**src/rtl/ramio_pkg.sv**
```systemverilog
// ----------------------------------------------------------
// shared types and constants of the bus bridge
// I/O addresses sit at the top of the map, all else is RAM
// RAM aliases every RAM_WORDS*4 bytes, no range check
// ----------------------------------------------------------
package ramio_pkg;

  // client bus word, data and address
  typedef logic [31:0] word_t;

  // bit 2 sign extend, low bits 01 byte, 10 half, 11 word
  typedef logic [2:0] read_type_t;

  // 01 byte, 10 half, 11 word, 00 no write
  typedef logic [1:0] write_type_t;

  // one write enable per byte lane
  typedef logic [3:0] byte_en_t;

  // led levels, 0 is lit
  typedef logic [3:0] led_t;

  // memory-mapped I/O
  localparam word_t ADDR_LED      = 32'hffff_fffc;
  localparam word_t ADDR_UART_OUT = 32'hffff_fff8;
  localparam word_t ADDR_UART_IN  = 32'hffff_fff4;

  // on-chip RAM geometry
  localparam int RAM_WORDS   = 256;
  localparam int RAM_INDEX_W = $clog2(RAM_WORDS);
  typedef logic [RAM_INDEX_W-1:0] ram_index_t;

  // uart bit time in clocks, kept small for simulation
  localparam int CLKS_PER_BIT = 16;
  localparam int BAUD_CNT_W   = $clog2(CLKS_PER_BIT);
  typedef logic [BAUD_CNT_W-1:0] baud_cnt_t;

  // uart words read as this when empty
  localparam word_t UART_IDLE = 32'hffff_ffff;

endpackage

```
**src/rtl/ramio_if.sv**
```systemverilog


// I/O register port
interface io_if import ramio_pkg::*; ();
  logic  wr_led;
  logic  wr_uart_out;
  logic  rd_uart_in;
  word_t wdata;
  word_t uart_out_word;
  word_t uart_in_word;

  modport host (output wr_led, wr_uart_out, rd_uart_in, wdata,
                input uart_out_word, uart_in_word);
  modport regs (input wr_led, wr_uart_out, rd_uart_in, wdata,
                output uart_out_word, uart_in_word);
endinterface

```
**src/rtl/io_regs.sv**
```systemverilog
// ----------------------------------------------------------
// LED nibble and the two uart holding words
// uart out write ignored while a frame is in flight
// unread rx byte is overwritten by the next one
// ----------------------------------------------------------
`timescale 1ns/1ns

module io_regs import ramio_pkg::*; (
  input  logic       clk,
  input  logic       rst_n,
  io_if.regs         io,
  output led_t       led,
  output logic       tx_go,
  output logic [7:0] tx_data,
  input  logic       tx_busy,
  output logic       rx_go,
  input  logic       rx_ready,
  input  logic [7:0] rx_data
);

  // transmitter sends the held byte
  assign tx_data = io.uart_out_word[7:0];

  always_ff @(posedge clk) begin
    if (!rst_n) begin
      led              <= 4'b1111;
      tx_go            <= 1'b0;
      io.uart_out_word <= UART_IDLE;
      rx_go            <= 1'b1;
      io.uart_in_word  <= UART_IDLE;
    end else begin
      // leds, all off after reset
      if (io.wr_led) begin
        led <= io.wdata[3:0];
      end

      // ---------------------------------------------------
      // transmit handshake
      // ---------------------------------------------------
      // busy dropped, frame done, release go
      if (tx_go && !tx_busy) begin
        tx_go            <= 1'b0;
        io.uart_out_word <= UART_IDLE;
      end
      // new byte only when transmitter fully idle
      if (io.wr_uart_out && !tx_go && !tx_busy) begin
        tx_go            <= 1'b1;
        io.uart_out_word <= {24'h0, io.wdata[7:0]};
      end

      // ---------------------------------------------------
      // receive handshake
      // ---------------------------------------------------
      // read empties the word
      if (io.rd_uart_in) begin
        io.uart_in_word <= UART_IDLE;
      end
      // copy byte, ack by dropping go one cycle
      if (rx_go && rx_ready) begin
        io.uart_in_word <= {24'h0, rx_data};
        rx_go           <= 1'b0;
      end
      if (!rx_go) begin
        rx_go <= 1'b1;
      end
    end
  end

endmodule

```
**src/flat_wrapper.sv**
```systemverilog
// flat-port wrapper written by rule: the top's interface ports become plain ports
module io_regs_flat import ramio_pkg::*;
  (clk, rst_n, led, tx_go, tx_data, tx_busy, rx_go, rx_ready, rx_data, io_wr_led, io_wr_uart_out, io_rd_uart_in, io_wdata, io_uart_out_word, io_uart_in_word);
  io_if io_i ();
  input  logic clk;
  input  logic rst_n;
  output led_t led;
  output logic tx_go;
  output logic [7:0] tx_data;
  input  logic tx_busy;
  output logic rx_go;
  input  logic rx_ready;
  input  logic [7:0] rx_data;
  input wire logic [$bits(io_i.wr_led)-1:0] io_wr_led;
  input wire logic [$bits(io_i.wr_uart_out)-1:0] io_wr_uart_out;
  input wire logic [$bits(io_i.rd_uart_in)-1:0] io_rd_uart_in;
  input wire logic [$bits(io_i.wdata)-1:0] io_wdata;
  output wire logic [$bits(io_i.uart_out_word)-1:0] io_uart_out_word;
  output wire logic [$bits(io_i.uart_in_word)-1:0] io_uart_in_word;
  assign io_i.wr_led = io_wr_led;
  assign io_i.wr_uart_out = io_wr_uart_out;
  assign io_i.rd_uart_in = io_rd_uart_in;
  assign io_i.wdata = io_wdata;
  assign io_uart_out_word = io_i.uart_out_word;
  assign io_uart_in_word = io_i.uart_in_word;
  io_regs u_core (.clk(clk), .rst_n(rst_n), .io(io_i), .led(led), .tx_go(tx_go), .tx_data(tx_data), .tx_busy(tx_busy), .rx_go(rx_go), .rx_ready(rx_ready), .rx_data(rx_data));
endmodule
```
**config.mk**
```make
export PLATFORM = sky130hd
export DESIGN_NAME = io_regs_flat
export DESIGN_NICKNAME = d
export VERILOG_FILES = /design/src/rtl/ramio_pkg.sv /design/src/rtl/ramio_if.sv /design/src/rtl/io_regs.sv /design/src/flat_wrapper.sv
export SDC_FILE = /design/constraint.sdc
export NUM_CORES = 1
export LEC_CHECK = 0
export BUFFER_PORTS_ARGS = -buffer_cell sky130_fd_sc_hd__buf_4
export CORE_UTILIZATION = 41
export CTS_CLUSTER_DIAMETER = 120
export DETAILED_ROUTE_END_ITERATION = 12
export PLACE_DENSITY = 0.91
export SLEW_MARGIN = 20
export SYNTH_ARGS = -nofsm -noshare
export SYNTH_HDL_FRONTEND = slang
export SYNTH_SLANG_ARGS = --single-unit
```
**constraint.sdc**
```tcl
create_clock -name clk -period 1.95 [get_ports clk]
set_clock_uncertainty 0.1 [all_clocks]
set_input_delay 0.195 -clock clk [delete_from_list [all_inputs] [get_ports clk]]
set_output_delay 0.195 -clock clk [all_outputs]
set_load 0.02 [all_outputs]
```
==> results of run 1 <==
==> sequential cells by signal, indices dropped and copies added, names as in the netlist <==
register	count
u_core.io.uart_in_word	9
u_core.io.uart_out_word	9
u_core.led	4
u_core.rx_go	1
u_core.tx_go	1
==> power by group <==
group	internal, mW	total, mW	switching, mW
registers	0.518	0.562	0.0441
clock network	0.208	0.360	0.153
logic	0.188	0.399	0.211
==> synthesized netlist by cell type (2+ instances only) <==
cell type,number
sky130_fd_sc_hd__dfxtp_1,24
sky130_fd_sc_hd__nor2b_1,9
sky130_fd_sc_hd__a211oi_1,8
sky130_fd_sc_hd__nor4b_1,6
sky130_fd_sc_hd__buf_4,55
sky130_fd_sc_hd__clkbuf_1,4
sky130_fd_sc_hd__inv_1,2
sky130_fd_sc_hd__and3b_1,8
sky130_fd_sc_hd__mux2i_1,4
sky130_fd_sc_hd__o31ai_1,7
sky130_fd_sc_hd__nand2_1,6
sky130_fd_sc_hd__buf_6,3
sky130_fd_sc_hd__buf_2,3
sky130_fd_sc_hd__nor3_1,7
sky130_fd_sc_hd__o21ai_0,8
==> worst max path at each step <==
| stage | from | to | slack, ns |
|---|---|---|---|
| finish | u_core.io.uart_out_word[30] | io_uart_out_word[9] | 0.26 |
| global route | u_core.io.uart_out_word[30] | io_uart_out_word[18] | 0.09 |
| CTS | u_core.io.uart_out_word[30] | io_uart_out_word[23] | 0.23 |
| detailed placement | u_core.io.uart_out_word[30] | io_uart_out_word[23] | 0.60 |
| global placement | u_core.io.uart_out_word[30] | io_uart_out_word[12] | 0.66 |
| floorplan | u_core.io.uart_in_word[30] | io_uart_in_word[10] | 0.61 |
==> repair_timing <==
item                       in CTS  in global routing
setup endpoints to repair       0                  0
hold buffers                    4                  0
hold endpoints to repair        4                  0
setup buffers                   0                  0
gates resized for setup         0                  0
==> kinds of logic (layout without fill, tap and decap cells) <==
family / after synthesis / count (layout) / synth area share (%)
buffers and inverters: 67 / 110 / 33.0
DFF: 24 / 24 / 32.7
and+or+nand+nor: 40 / 40 / 18.3
AOI/OAI and AO/OA: 28 / 28 / 13.2
muxes: 4 / 4 / 2.73
==> routing by layer <==
layer	global-route usage (%)	vias up
met3	1.86	4
met5	0	-
li1	-	595
met1	19.1	510
met4	4.76	0
met2	21.4	72
==> metrics by stage <==
step                      cells  util [%]
after floorplan             163         -
after global placement      244      53.1
after detailed placement    244      53.1
after CTS                   252      55.8
after global routing        252      55.8
final                       252      55.8
==> layout make-up <==
type,instances,share of cell area (%)
timing repair buffer,104,41.8
clock buffer,3,1.19
clock inverter,1,1.59
multi-input combinational,72,26.6
inverter,2,0.397
tap,46,3.04
sequential,24,25.4
==> reports/qor.log, run 1 <==
[status] outcome complete, no violations
[timing] summed negative setup slack over all endpoints 0 ns
[timing] f_max 0.591 GHz
[power_and_ir_drop] largest vdd supply drop 0.543 mV
[synthesis] netlist area before placement 1470 sq um
[global_route] global router's overall resource usage 13.6%
[clock_network] CTS root buffer sky130_fd_sc_hd__clkbuf_4
[worst_setup_path] Worst R2R Setup Slack 0.62 ns
[finish] fin area 1890 sq um
[worst_setup_path] CP Data Required Time 1.65 ns
[worst_setup_path] number of cells on the worst reg-to-reg path 2
[worst_setup_path] family of cells with the greatest summed delay on the critical path flip-flops
[die] num ports 125
[synthesis] Post-Synthesis Cells 163
[placement] gp weighted congestion 0.674
[worst_setup_path] number of logic stages on the critical path including buffering 1
[finish] sequential cell area in the final layout 480 sq um
[timing] Tightest Pin Transition 0.714 ns
[detailed_routing] per-cell routed wire length 11.4 microns
[min_path] hold wc startpoint io_wr_led
[detailed_routing] met2 wire length 1320 microns
[worst_setup_path] signal arrival time at the worst endpoint 1.40 ns
[synthesis] Syn Nets 210
[clock_network] # H-tree levels 1
[die] vertical die dimension 61.8 microns
[timing] number of hold violations in the final report 0
[finish] fill count 317
[timing] min setup slack post-route 0.257 ns
[clock_network] insertion delay to the later sink of the worst-skew pair 0.32 ns
[detailed_routing] Met1 Routed Length 1290 microns
[global_route] total overflow reported by the global router 0
[worst_setup_path] Worst Path Class, Setup reg2out
[global_route] number of antenna violations at the first check in global routing 0
[worst_setup_path] cells along the critical path buf_4
[finish] nets 254
[timing] post-route worst hold slack 0.0331 ns
[finish] commonest cells after routing, fill and taps aside 100 x sky130_fd_sc_hd__buf_4, 24 x sky130_fd_sc_hd__dfxtp_1, 9 x sky130_fd_sc_hd__nor2b_1
[die] Total Die Area 3820 sq um
[global_route] first-pass GRT wire length 3970 microns
[synthesis] sequential area share after synthesis 32.7%
[synthesis] Yosys top cell area share 32.7%
[worst_setup_path] crit end category output port
[worst_setup_path] Worst Path Max Fanout 25
[clock_network] CTS tree yes
[die] core outline area 3390 sq um
[synthesis] Synth cell types 24
[run] maxcap violations 0
[worst_setup_path] longest individual stage delay on the worst path 0.81 ns
[synthesis] FF+latch count, synth 24
[synthesis] share of flip-flops with an asynchronous set or reset 0%
[worst_setup_path] worst flop-to-flop path startpoint u_core.tx_go
[clock_network] Sink Count 24
[timing] RSZ-0062 raised after global routing no
[power_and_ir_drop] overall power of the completed layout 1.32 mW
[timing] setup violators final 0
[min_path] number of cells on the worst hold path 3
[die] die width 61.8 microns
[placement] post-detail-place hpwl 2000 microns
[timing] Slew Viols, Final 0
[synthesis] Post-synth EDFFs 0
[clock_network] number of CTS-inserted buffers 3
[detailed_routing] total via count after detailed routing 1181
[synthesis] biggest area contributors in the synthesized netlist sky130_fd_sc_hd__dfxtp_1 33%, sky130_fd_sc_hd__buf_4 28%, sky130_fd_sc_hd__and3b_1 4.8%
[finish] most common cell after layout, fill and taps aside sky130_fd_sc_hd__buf_4
[finish] # diodes 0
[finish] area of the multi-input gates 503 sq um
[worst_setup_path] buffer and inverter count on the worst path 1
[min_path] endpoint with the worst hold slack u_core.led[0]
[timing] worst rel slew slack 52.3%
[finish] ratio of cells with drive above 1 in the final layout 51.0%
[clock_network] Max clock buf depth 2
[clock_network] Clock transition at path regs 0.15 ns
[synthesis] largest area contributor in the synthesized netlist sky130_fd_sc_hd__dfxtp_1
[timing] period utilisation layout 86.8%
[global_route] maximum number of pins on one net before global-route repair 26
[detailed_routing] Top Layer Used met4
[global_route] number of global-route vias before repair 872
[placement] DP Area 1800 sq um
[placement] count of buffers inserted at the top-level ports 100
[detailed_routing] post-route DRC violation count 0
[timing] final critical-path required period 1.69 ns
[die] starting density of the core 43.3%
[synthesis] Synth warnings 0
[min_path] worst min path class in2reg
[finish] Area growth, synth to finish 28.9%
[placement] post-place setup slack 0.604 ns
[worst_setup_path] r2r endpoint u_core.io.uart_out_word[3]
[detailed_routing] Iteration-0 DRC Markers 48
[worst_setup_path] Critical Path Start Type flop
[power_and_ir_drop] LEAKAGE 0.866 nW
[worst_setup_path] master of the slowest instance on the critical path sky130_fd_sc_hd__dfxtp_1
[die] number of core rows 21
[detailed_routing] total length of routed wires 2870 microns
[synthesis] Avg Synthesized Cell Area 9.00 sq um
[power_and_ir_drop] Pwr per Cell Area 698 nW/um^2
[detailed_routing] Met3 Wirelength 225 microns
[detailed_routing] number of detailed-routing iterations run before antenna repair 4
[synthesis] Main synth FF type sky130_fd_sc_hd__dfxtp_1
[detailed_routing] remaining number of nets flagged by the antenna check after routing 0
[detailed_routing] per-cell via count in the routed design 4.69
No activity file was read; power rests on OpenSTA's default activity.
==> run 2, diff against run 1 <==
ABC_AREA = 1   (was unset)
CORE_UTILIZATION = 39   (was 41)
PLACE_DENSITY = 0.9   (was 0.91)
SLEW_MARGIN = 10   (was 20)
==> run 2 against run 1 <==
  * Flip-flop and latch count did not move
  * Register-to-register slack hardly changed
  * Cell count is 9.5% higher
  * Largest cell class unchanged
  * Wire length is 8.4% higher
  * Sequential share of layout area rose by 0.24 points
  * Maximum frequency rose by 0.92%
  * Combinational power is 14% higher
  * Non-clock buffer count rose by 9
  * Synthesized area decreased by 8.4%
  * Worst setup slack improved by 0.015 ns
  * Count of clock-buffer cells in the layout stayed put
  * Largest power group unchanged
==> reports/qor.log, run 2 <==
[power_and_ir_drop] LEAKAGE 0.970 nW [+12%]
[run] maxcap violations 0 [unchanged]
[finish] nets 281 [+11%]
[global_route] number of antenna violations at the first check in global routing 0 [unchanged]
[timing] f_max 0.596 GHz [+0.92%]
[finish] ratio of cells with drive above 1 in the final layout 49.6% [-1.4 points]
[timing] worst rel slew slack 52.0% [-0.31 points]
[worst_setup_path] master of the slowest instance on the critical path sky130_fd_sc_hd__dfxtp_1
[die] number of core rows 20 [-4.8%]
[clock_network] insertion delay to the later sink of the worst-skew pair 0.30 ns [-0.02 ns]
[power_and_ir_drop] largest vdd supply drop 0.317 mV [-42%]
[synthesis] cell with the most instances after synthesis sky130_fd_sc_hd__buf_4
[worst_setup_path] Critical Path Start Type flop
[placement] DP Area 1730 sq um [-3.8%]
[timing] Slew Viols, Final 0 [unchanged]
[placement] post-detail-place hpwl 2200 microns [+9.7%]
[power_and_ir_drop] Pwr per Cell Area 653 nW/um^2 [-6.6%]
[worst_setup_path] longest individual stage delay on the worst path 0.81 ns [about the same]
[clock_network] number of CTS-inserted buffers 3 [unchanged]
[min_path] worst min path class in2reg
[worst_setup_path] Worst Path Max Fanout 25 [unchanged]
[detailed_routing] total via count after detailed routing 1196 [+1.3%]
[die] vertical die dimension 60.7 microns [-1.8%]
[detailed_routing] total length of routed wires 3110 microns [+8.4%]
[worst_setup_path] crit end category output port
[die] die width 60.7 microns [-1.8%]
[synthesis] Yosys top cell area share 35.8% [+3.0 points]
[timing] Tightest Pin Transition 0.718 ns [+0.00460 ns]
[placement] gp weighted congestion 0.774 [+15%]
[finish] Area growth, synth to finish 39.5%
[timing] RSZ-0062 raised after global routing no
[die] num ports 125 [unchanged]
[synthesis] share of flip-flops with an asynchronous set or reset 0% [unchanged]
[clock_network] Setup Buffers After CTS 0 [unchanged]
[clock_network] CTS root buffer sky130_fd_sc_hd__clkbuf_4
[die] starting density of the core 42.6% [-0.68 points]
[status] outcome complete, no violations
[synthesis] Avg Synthesized Cell Area 7.77 sq um [-14%]
[timing] number of hold violations in the final report 0 [unchanged]
[finish] fin area 1870 sq um [-0.93%]
[worst_setup_path] family of cells with the greatest summed delay on the critical path flip-flops
[synthesis] Post-Synthesis Cells 173 [+6.1%]
[finish] most common cell after layout, fill and taps aside sky130_fd_sc_hd__buf_4
[synthesis] leading cell types by count after synthesis 56 x sky130_fd_sc_hd__buf_4, 30 x sky130_fd_sc_hd__nand3_1, 25 x sky130_fd_sc_hd__nand2_1
[timing] period utilisation layout 86.0% [-0.79 points]
[global_route] total overflow reported by the global router 0 [unchanged]
[finish] largest registers u_core.io.uart_in_word: 9 flops, u_core.io.uart_out_word: 9 flops, u_core.led: 4 flops
[global_route] global router's overall resource usage 16.5% [+2.9 points]
[clock_network] # H-tree levels 1 [unchanged]
[global_route] maximum number of pins on one net before global-route repair 26 [unchanged]
[worst_setup_path] buffer and inverter count on the worst path 1 [unchanged]
[synthesis] netlist area before placement 1340 sq um [-8.4%]
[placement] post-place setup slack 0.598 ns [-0.00629 ns]
[finish] commonest cells after routing, fill and taps aside 101 x sky130_fd_sc_hd__buf_4, 30 x sky130_fd_sc_hd__nand3_1, 25 x sky130_fd_sc_hd__nand2_1
[placement] count of buffers inserted at the top-level ports 100 [unchanged]
[detailed_routing] post-route DRC violation count 0 [unchanged]
[synthesis] FF+latch count, synth 24 [unchanged]
[timing] summed negative setup slack over all endpoints 0 ns [unchanged]
[die] core outline area 3150 sq um [-7.0%]
[detailed_routing] per-cell routed wire length 11.3 microns [-1.0%]
[worst_setup_path] CP Data Required Time 1.65 ns [about the same]
[timing] setup violators final 0 [unchanged]
[global_route] number of global-route vias before repair 1072 [+23%]
[timing] final critical-path required period 1.68 ns [-0.0154 ns]
[finish] fill count 284 [-10%]
[finish] Post-Route Utilization 59.4% [+3.6 points]
[clock_network] Clock transition at path regs 0.12 ns [-0.03 ns]
[synthesis] sequential area share after synthesis 35.8% [+3.0 points]
[synthesis] largest area contributor in the synthesized netlist sky130_fd_sc_hd__dfxtp_1
[synthesis] Main synth FF type sky130_fd_sc_hd__dfxtp_1
[clock_network] CTS tree yes
[detailed_routing] remaining number of nets flagged by the antenna check after routing 0 [unchanged]
[finish] # diodes 0 [unchanged]
[timing] min setup slack post-route 0.273 ns [+0.0154 ns]
[detailed_routing] number of detailed-routing iterations run before antenna repair 4 [unchanged]
[synthesis] Synth cell types 15 [-38%]
[synthesis] biggest area contributors in the synthesized netlist sky130_fd_sc_hd__dfxtp_1 36%, sky130_fd_sc_hd__buf_4 31%, sky130_fd_sc_hd__nand3_1 11%
[synthesis] Post-synth EDFFs 0 [unchanged]
[synthesis] Syn Nets 220 [+4.8%]
[clock_network] Max clock buf depth 2 [unchanged]
[synthesis] Synth warnings 0 [unchanged]
[global_route] first-pass GRT wire length 4640 microns [+17%]
[detailed_routing] Iteration-0 DRC Markers 33 [-31%]
[detailed_routing] per-cell via count in the routed design 4.33 [-7.5%]
[worst_setup_path] signal arrival time at the worst endpoint 1.38 ns [-0.02 ns]
[clock_network] Sink Count 24 [unchanged]
[die] Total Die Area 3680 sq um [-3.6%]
[worst_setup_path] Worst Path Class, Setup reg2out
[worst_setup_path] cells along the critical path buf_4
-- run 2: changes by cell type after synthesis, sizes merged, moves of 8 or more --
cell	change
a211oi	-8
and3b	-8
inv	+15
nand2	+22
nand3	+29
nor2b	-9
-- run 2: layout make-up --
| cell class | instances | area, sq um | share of cell area, % |
|---|---|---|---|
| Multi-Input combinational cell | 75 | 374 | 20.0 |
| Timing Repair Buffer | 113 | 878 | 46.9 |
| Clock buffer | 3 | 22.5 | 1.20 |
| Tap cell | 44 | 55.1 | 2.94 |
| Sequential cell | 24 | 480 | 25.6 |
| Inverter | 17 | 63.8 | 3.40 |
-- run 2: kinds of logic (layout without fill, tap and decap cells) --
kind of cell / after synthesis / in the layout / synth area share, %
AOI/OAI and AO/OA: 15 / 15 / 7.17
buffers and inverters: 74 / 133 / 36.4
DFF: 24 / 24 / 35.8
and+or+nand+nor: 60 / 60 / 20.7
-- run 2: final timing paths --
path | cells after the start | slack [ns] | endpoint | from
max reg2reg | 4 | 0.62 | u_core.io.uart_in_word[2] | u_core.rx_go
min | 3 | 0.01 | u_core.io.uart_in_word[3] | rx_data[3]
max | 1 | 0.27 | io_uart_out_word[30] | u_core.io.uart_out_word[30]
min reg2reg | 2 | 0.37 | u_core.led[2] | u_core.led[2]
-- run 2: layer usage --
| metal | part of all wire, % | wire length [microns] | GRT usage (%) |
|---|---|---|---|
| met1 | 41 | 1260 | 17.8 |
| met2 | 50 | 1560 | 32.5 |
| met3 | 9.3 | 288 | 3.62 |
| met4 | 0 | 0 | 3.90 |
| met5 | 0 | 0 | 0 |
-- run 2: worst reg2reg max path: stages, from the launching register on --
cell	delay [ns]
sky130_fd_sc_hd__dfxtp_1	0.36
sky130_fd_sc_hd__nand2_2	0.28
sky130_fd_sc_hd__nand2_1	0.26
sky130_fd_sc_hd__o21ai_1	0.15
sky130_fd_sc_hd__nand3_1	0.08
-- run 2: timing repair --
| action | in CTS | in global routing |
|---|---|---|
| hold buffers | 12 | 0 |
| endpoints found under the hold margin | 12 | 0 |
| gates resized for setup | 0 | 0 |
-- run 2: per-stage QoR --
step | hold slack [ns] | std cells | power, mW
6_report | 0.0143 | 276 | 1.22
3_5_place_dp | 0.314 | 261 | 1.01
3_3_place_gp | 0.303 | 261 | 0.997
5_1_grt | 0.0149 | 276 | 1.30
2_1_floorplan | 0.202 | 173 | 0.891
4_1_cts | 0.000851 | 276 | 1.24
-- run 2: report_power, final --
part	total (mW)	switching (mW)	leakage (nW)	internal (mW)
Combinational	0.453	0.249	0.758	0.204
Sequential	0.560	0.0375	0.199	0.523
Clock	0.210	0.138	0.0138	0.0720
==> run 3, diff against run 2 <==
BUFFER_PORTS_ARGS = -buffer_cell sky130_fd_sc_hd__buf_2   (was -buffer_cell sky130_fd_sc_hd__buf_4)
SLEW_MARGIN = 20   (was 10)
==> run 3 against run 2 <==
  * First-iteration DRC count is 100% higher
  * Maximum frequency up 8.9%
  * Utilization fell by 7.5 points
  * Clock power grew 67%
  * Worst hold slack improved by 0.016 ns
  * Combinational power fell by 18%
  * Sequential power is 1% lower
  * Cell area down 13%
  * Total power is 4.5% higher
  * Highest routed layer unchanged
==> reports/qor.log, run 3 (synthesized netlist as in run 2, its figures left out) <==
[clock_network] number of CTS-inserted buffers 3 [unchanged]
[clock_network] Sink Count 24 [unchanged]
[detailed_routing] per-cell via count in the routed design 4.21 [-2.7%]
[timing] post-route worst hold slack 0.0299 ns [+0.0156 ns]
[detailed_routing] Iteration-0 DRC Markers 67 [+100%]
[clock_network] post-CTS sizing 0 [unchanged]
[clock_network] CTS root buffer sky130_fd_sc_hd__clkbuf_4
[global_route] number of antenna violations at the first check in global routing 0 [unchanged]
[power_and_ir_drop] LEAKAGE 0.840 nW [-13%]
[timing] worst rel slew slack 65.1% [+13 points]
[detailed_routing] number of detailed-routing iterations run before antenna repair 3 [-1]
[clock_network] CTS tree yes
[placement] DP Area 1470 sq um [-15%]
[global_route] number of global-route vias before repair 894 [-17%]
[detailed_routing] post-route DRC violation count 0 [unchanged]
[die] num ports 125 [unchanged]
[worst_setup_path] Worst Path Class, Setup reg2out
[finish] # diodes 0 [unchanged]
[power_and_ir_drop] Pwr per Cell Area 781 nW/um^2 [+20%]
[placement] post-detail-place hpwl 1980 microns [-9.6%]
[worst_setup_path] longest individual stage delay on the worst path 0.67 ns [-0.14 ns]
[global_route] first-pass GRT wire length 4070 microns [-12%]
[min_path] worst min path class in2reg
[finish] commonest cells after routing, fill and taps aside 100 x sky130_fd_sc_hd__buf_2, 30 x sky130_fd_sc_hd__nand3_1, 25 x sky130_fd_sc_hd__nand2_1
[finish] fin area 1640 sq um [-13%]
[placement] count of buffers inserted at the top-level ports 100 [unchanged]
[finish] nets 279 [-0.71%]
[clock_network] Setup Buffers After CTS 0 [unchanged]
[timing] number of hold violations in the final report 0 [unchanged]
[detailed_routing] remaining number of nets flagged by the antenna check after routing 0 [unchanged]
[die] number of core rows 20 [unchanged]
[power_and_ir_drop] largest vdd supply drop 0.308 mV [-2.9%]
[timing] Slew Viols, Final 0 [unchanged]
[worst_setup_path] cells along the critical path buf_2
[detailed_routing] total via count after detailed routing 1159 [-3.1%]
[worst_setup_path] Worst Path Max Fanout 25 [unchanged]
[die] Total Die Area 3680 sq um [unchanged]
[die] die width 60.7 microns [unchanged]
[run] maxcap violations 0 [unchanged]
[die] vertical die dimension 60.7 microns [unchanged]
[finish] Post-Route Utilization 51.9% [-7.5 points]
[global_route] total overflow reported by the global router 0 [unchanged]
[finish] most common cell after layout, fill and taps aside sky130_fd_sc_hd__buf_2
[status] outcome complete, no violations
[timing] Tightest Pin Transition 0.523 ns [-0.196 ns]
[clock_network] Clock transition at path regs 0.13 ns [about the same]
[worst_setup_path] signal arrival time at the worst endpoint 1.25 ns [-0.13 ns]
[timing] f_max 0.649 GHz [+8.9%]
[worst_setup_path] crit end category output port
[worst_setup_path] family of cells with the greatest summed delay on the critical path flip-flops
[finish] fill count 318 [+12%]
[finish] Area growth, synth to finish 21.8%
[detailed_routing] total length of routed wires 2710 microns [-13%]
[die] core outline area 3150 sq um [unchanged]
[clock_network] hold-fix buffer count after cts 11 [-1]
[global_route] maximum number of pins on one net before global-route repair 26 [unchanged]
[clock_network] # H-tree levels 1 [unchanged]
[timing] period utilisation layout 79.0% [-7.0 points]
[timing] RSZ-0062 raised after global routing no
[worst_setup_path] Critical Path Start Type flop
[placement] gp weighted congestion 0.730 [-5.7%]
[worst_setup_path] buffer and inverter count on the worst path 1 [unchanged]
[timing] summed negative setup slack over all endpoints 0 ns [unchanged]
[worst_setup_path] master of the slowest instance on the critical path sky130_fd_sc_hd__dfxtp_1
[global_route] global router's overall resource usage 14.8% [-1.8 points]
[detailed_routing] per-cell routed wire length 9.85 microns [-12%]
[finish] largest registers u_core.io.uart_in_word: 9 flops, u_core.io.uart_out_word: 9 flops, u_core.led: 4 flops
[timing] final critical-path required period 1.54 ns [-0.137 ns]
[die] starting density of the core 42.6% [unchanged]
[clock_network] Max clock buf depth 2 [unchanged]
[clock_network] insertion delay to the later sink of the worst-skew pair 0.30 ns [about the same]
[timing] setup violators final 0 [unchanged]
[finish] ratio of cells with drive above 1 in the final layout 49.8% [+0.21 points]
[worst_setup_path] CP Data Required Time 1.65 ns [about the same]
## run 3: cell count changes in the layout (fill, tap and decap cells not counted), sizes merged
cell / delta
dlygate4sd3: -1
bufinv: +1
buf: -1
## run 3: per-layer routing
layer  share of wire [%]  vias up  wire, microns  global-route usage [%]
li1                    -      613              -                       -
met1                  43      485           1150                    17.4
met2                  49       61           1330                    26.8
met3                 8.3        0            226                    4.05
met4                   0        0              0                    2.92
met5                   0        -              0                       0
## run 3: path summary, 6_finish.rpt
| kind | startpoint | cells past startpoint | slack [ns] | end |
|---|---|---|---|---|
| setup / recovery | u_core.io.uart_in_word[30] | 1 | 0.41 | io_uart_in_word[29] |
| hold / removal | io_wdata[2] | 3 | 0.03 | u_core.io.uart_out_word[2] |
| setup reg to reg | u_core.rx_go | 4 | 0.69 | u_core.io.uart_in_word[4] |
| hold reg to reg | u_core.io.uart_out_word[7] | 2 | 0.38 | u_core.io.uart_out_word[7] |
## run 3: worst reg2reg max path, cell delays in order, from the launching register on
cell and delay [ns]:
sky130_fd_sc_hd__dfxtp_1 0.35, sky130_fd_sc_hd__nand2_2 0.25, sky130_fd_sc_hd__nand2_1 0.23, sky130_fd_sc_hd__o21ai_1 0.14
sky130_fd_sc_hd__nand3_1 0.08
## run 3: through the flow
stage,setup WS (ns),power (mW),std cells
after detailed placement,0.706,0.922,260
final,0.409,1.28,275
after floorplan,0.608,0.891,173
after global placement,0.735,0.917,260
after CTS,0.372,1.30,275
after global routing,0.181,1.36,275
## run 3: where the power goes
| group | internal, mW | total (mW) | switching (mW) |
|---|---|---|---|
| combinational | 0.131 | 0.373 | 0.242 |
| clock | 0.208 | 0.351 | 0.143 |
| sequential | 0.523 | 0.554 | 0.0312 |
| total | 0.861 | 1.28 | 0.417 |
## run 3: layout make-up
class	count	area (sq um)	area share, %
clock buffer	3	22.5	1.38
timing repair buffer	111	611	37.3
inverter	17	63.8	3.90
sequential	24	480	29.4
tap	44	55.1	3.36
multi-input combinational	75	374	22.9
clock inverter	1	30.0	1.83
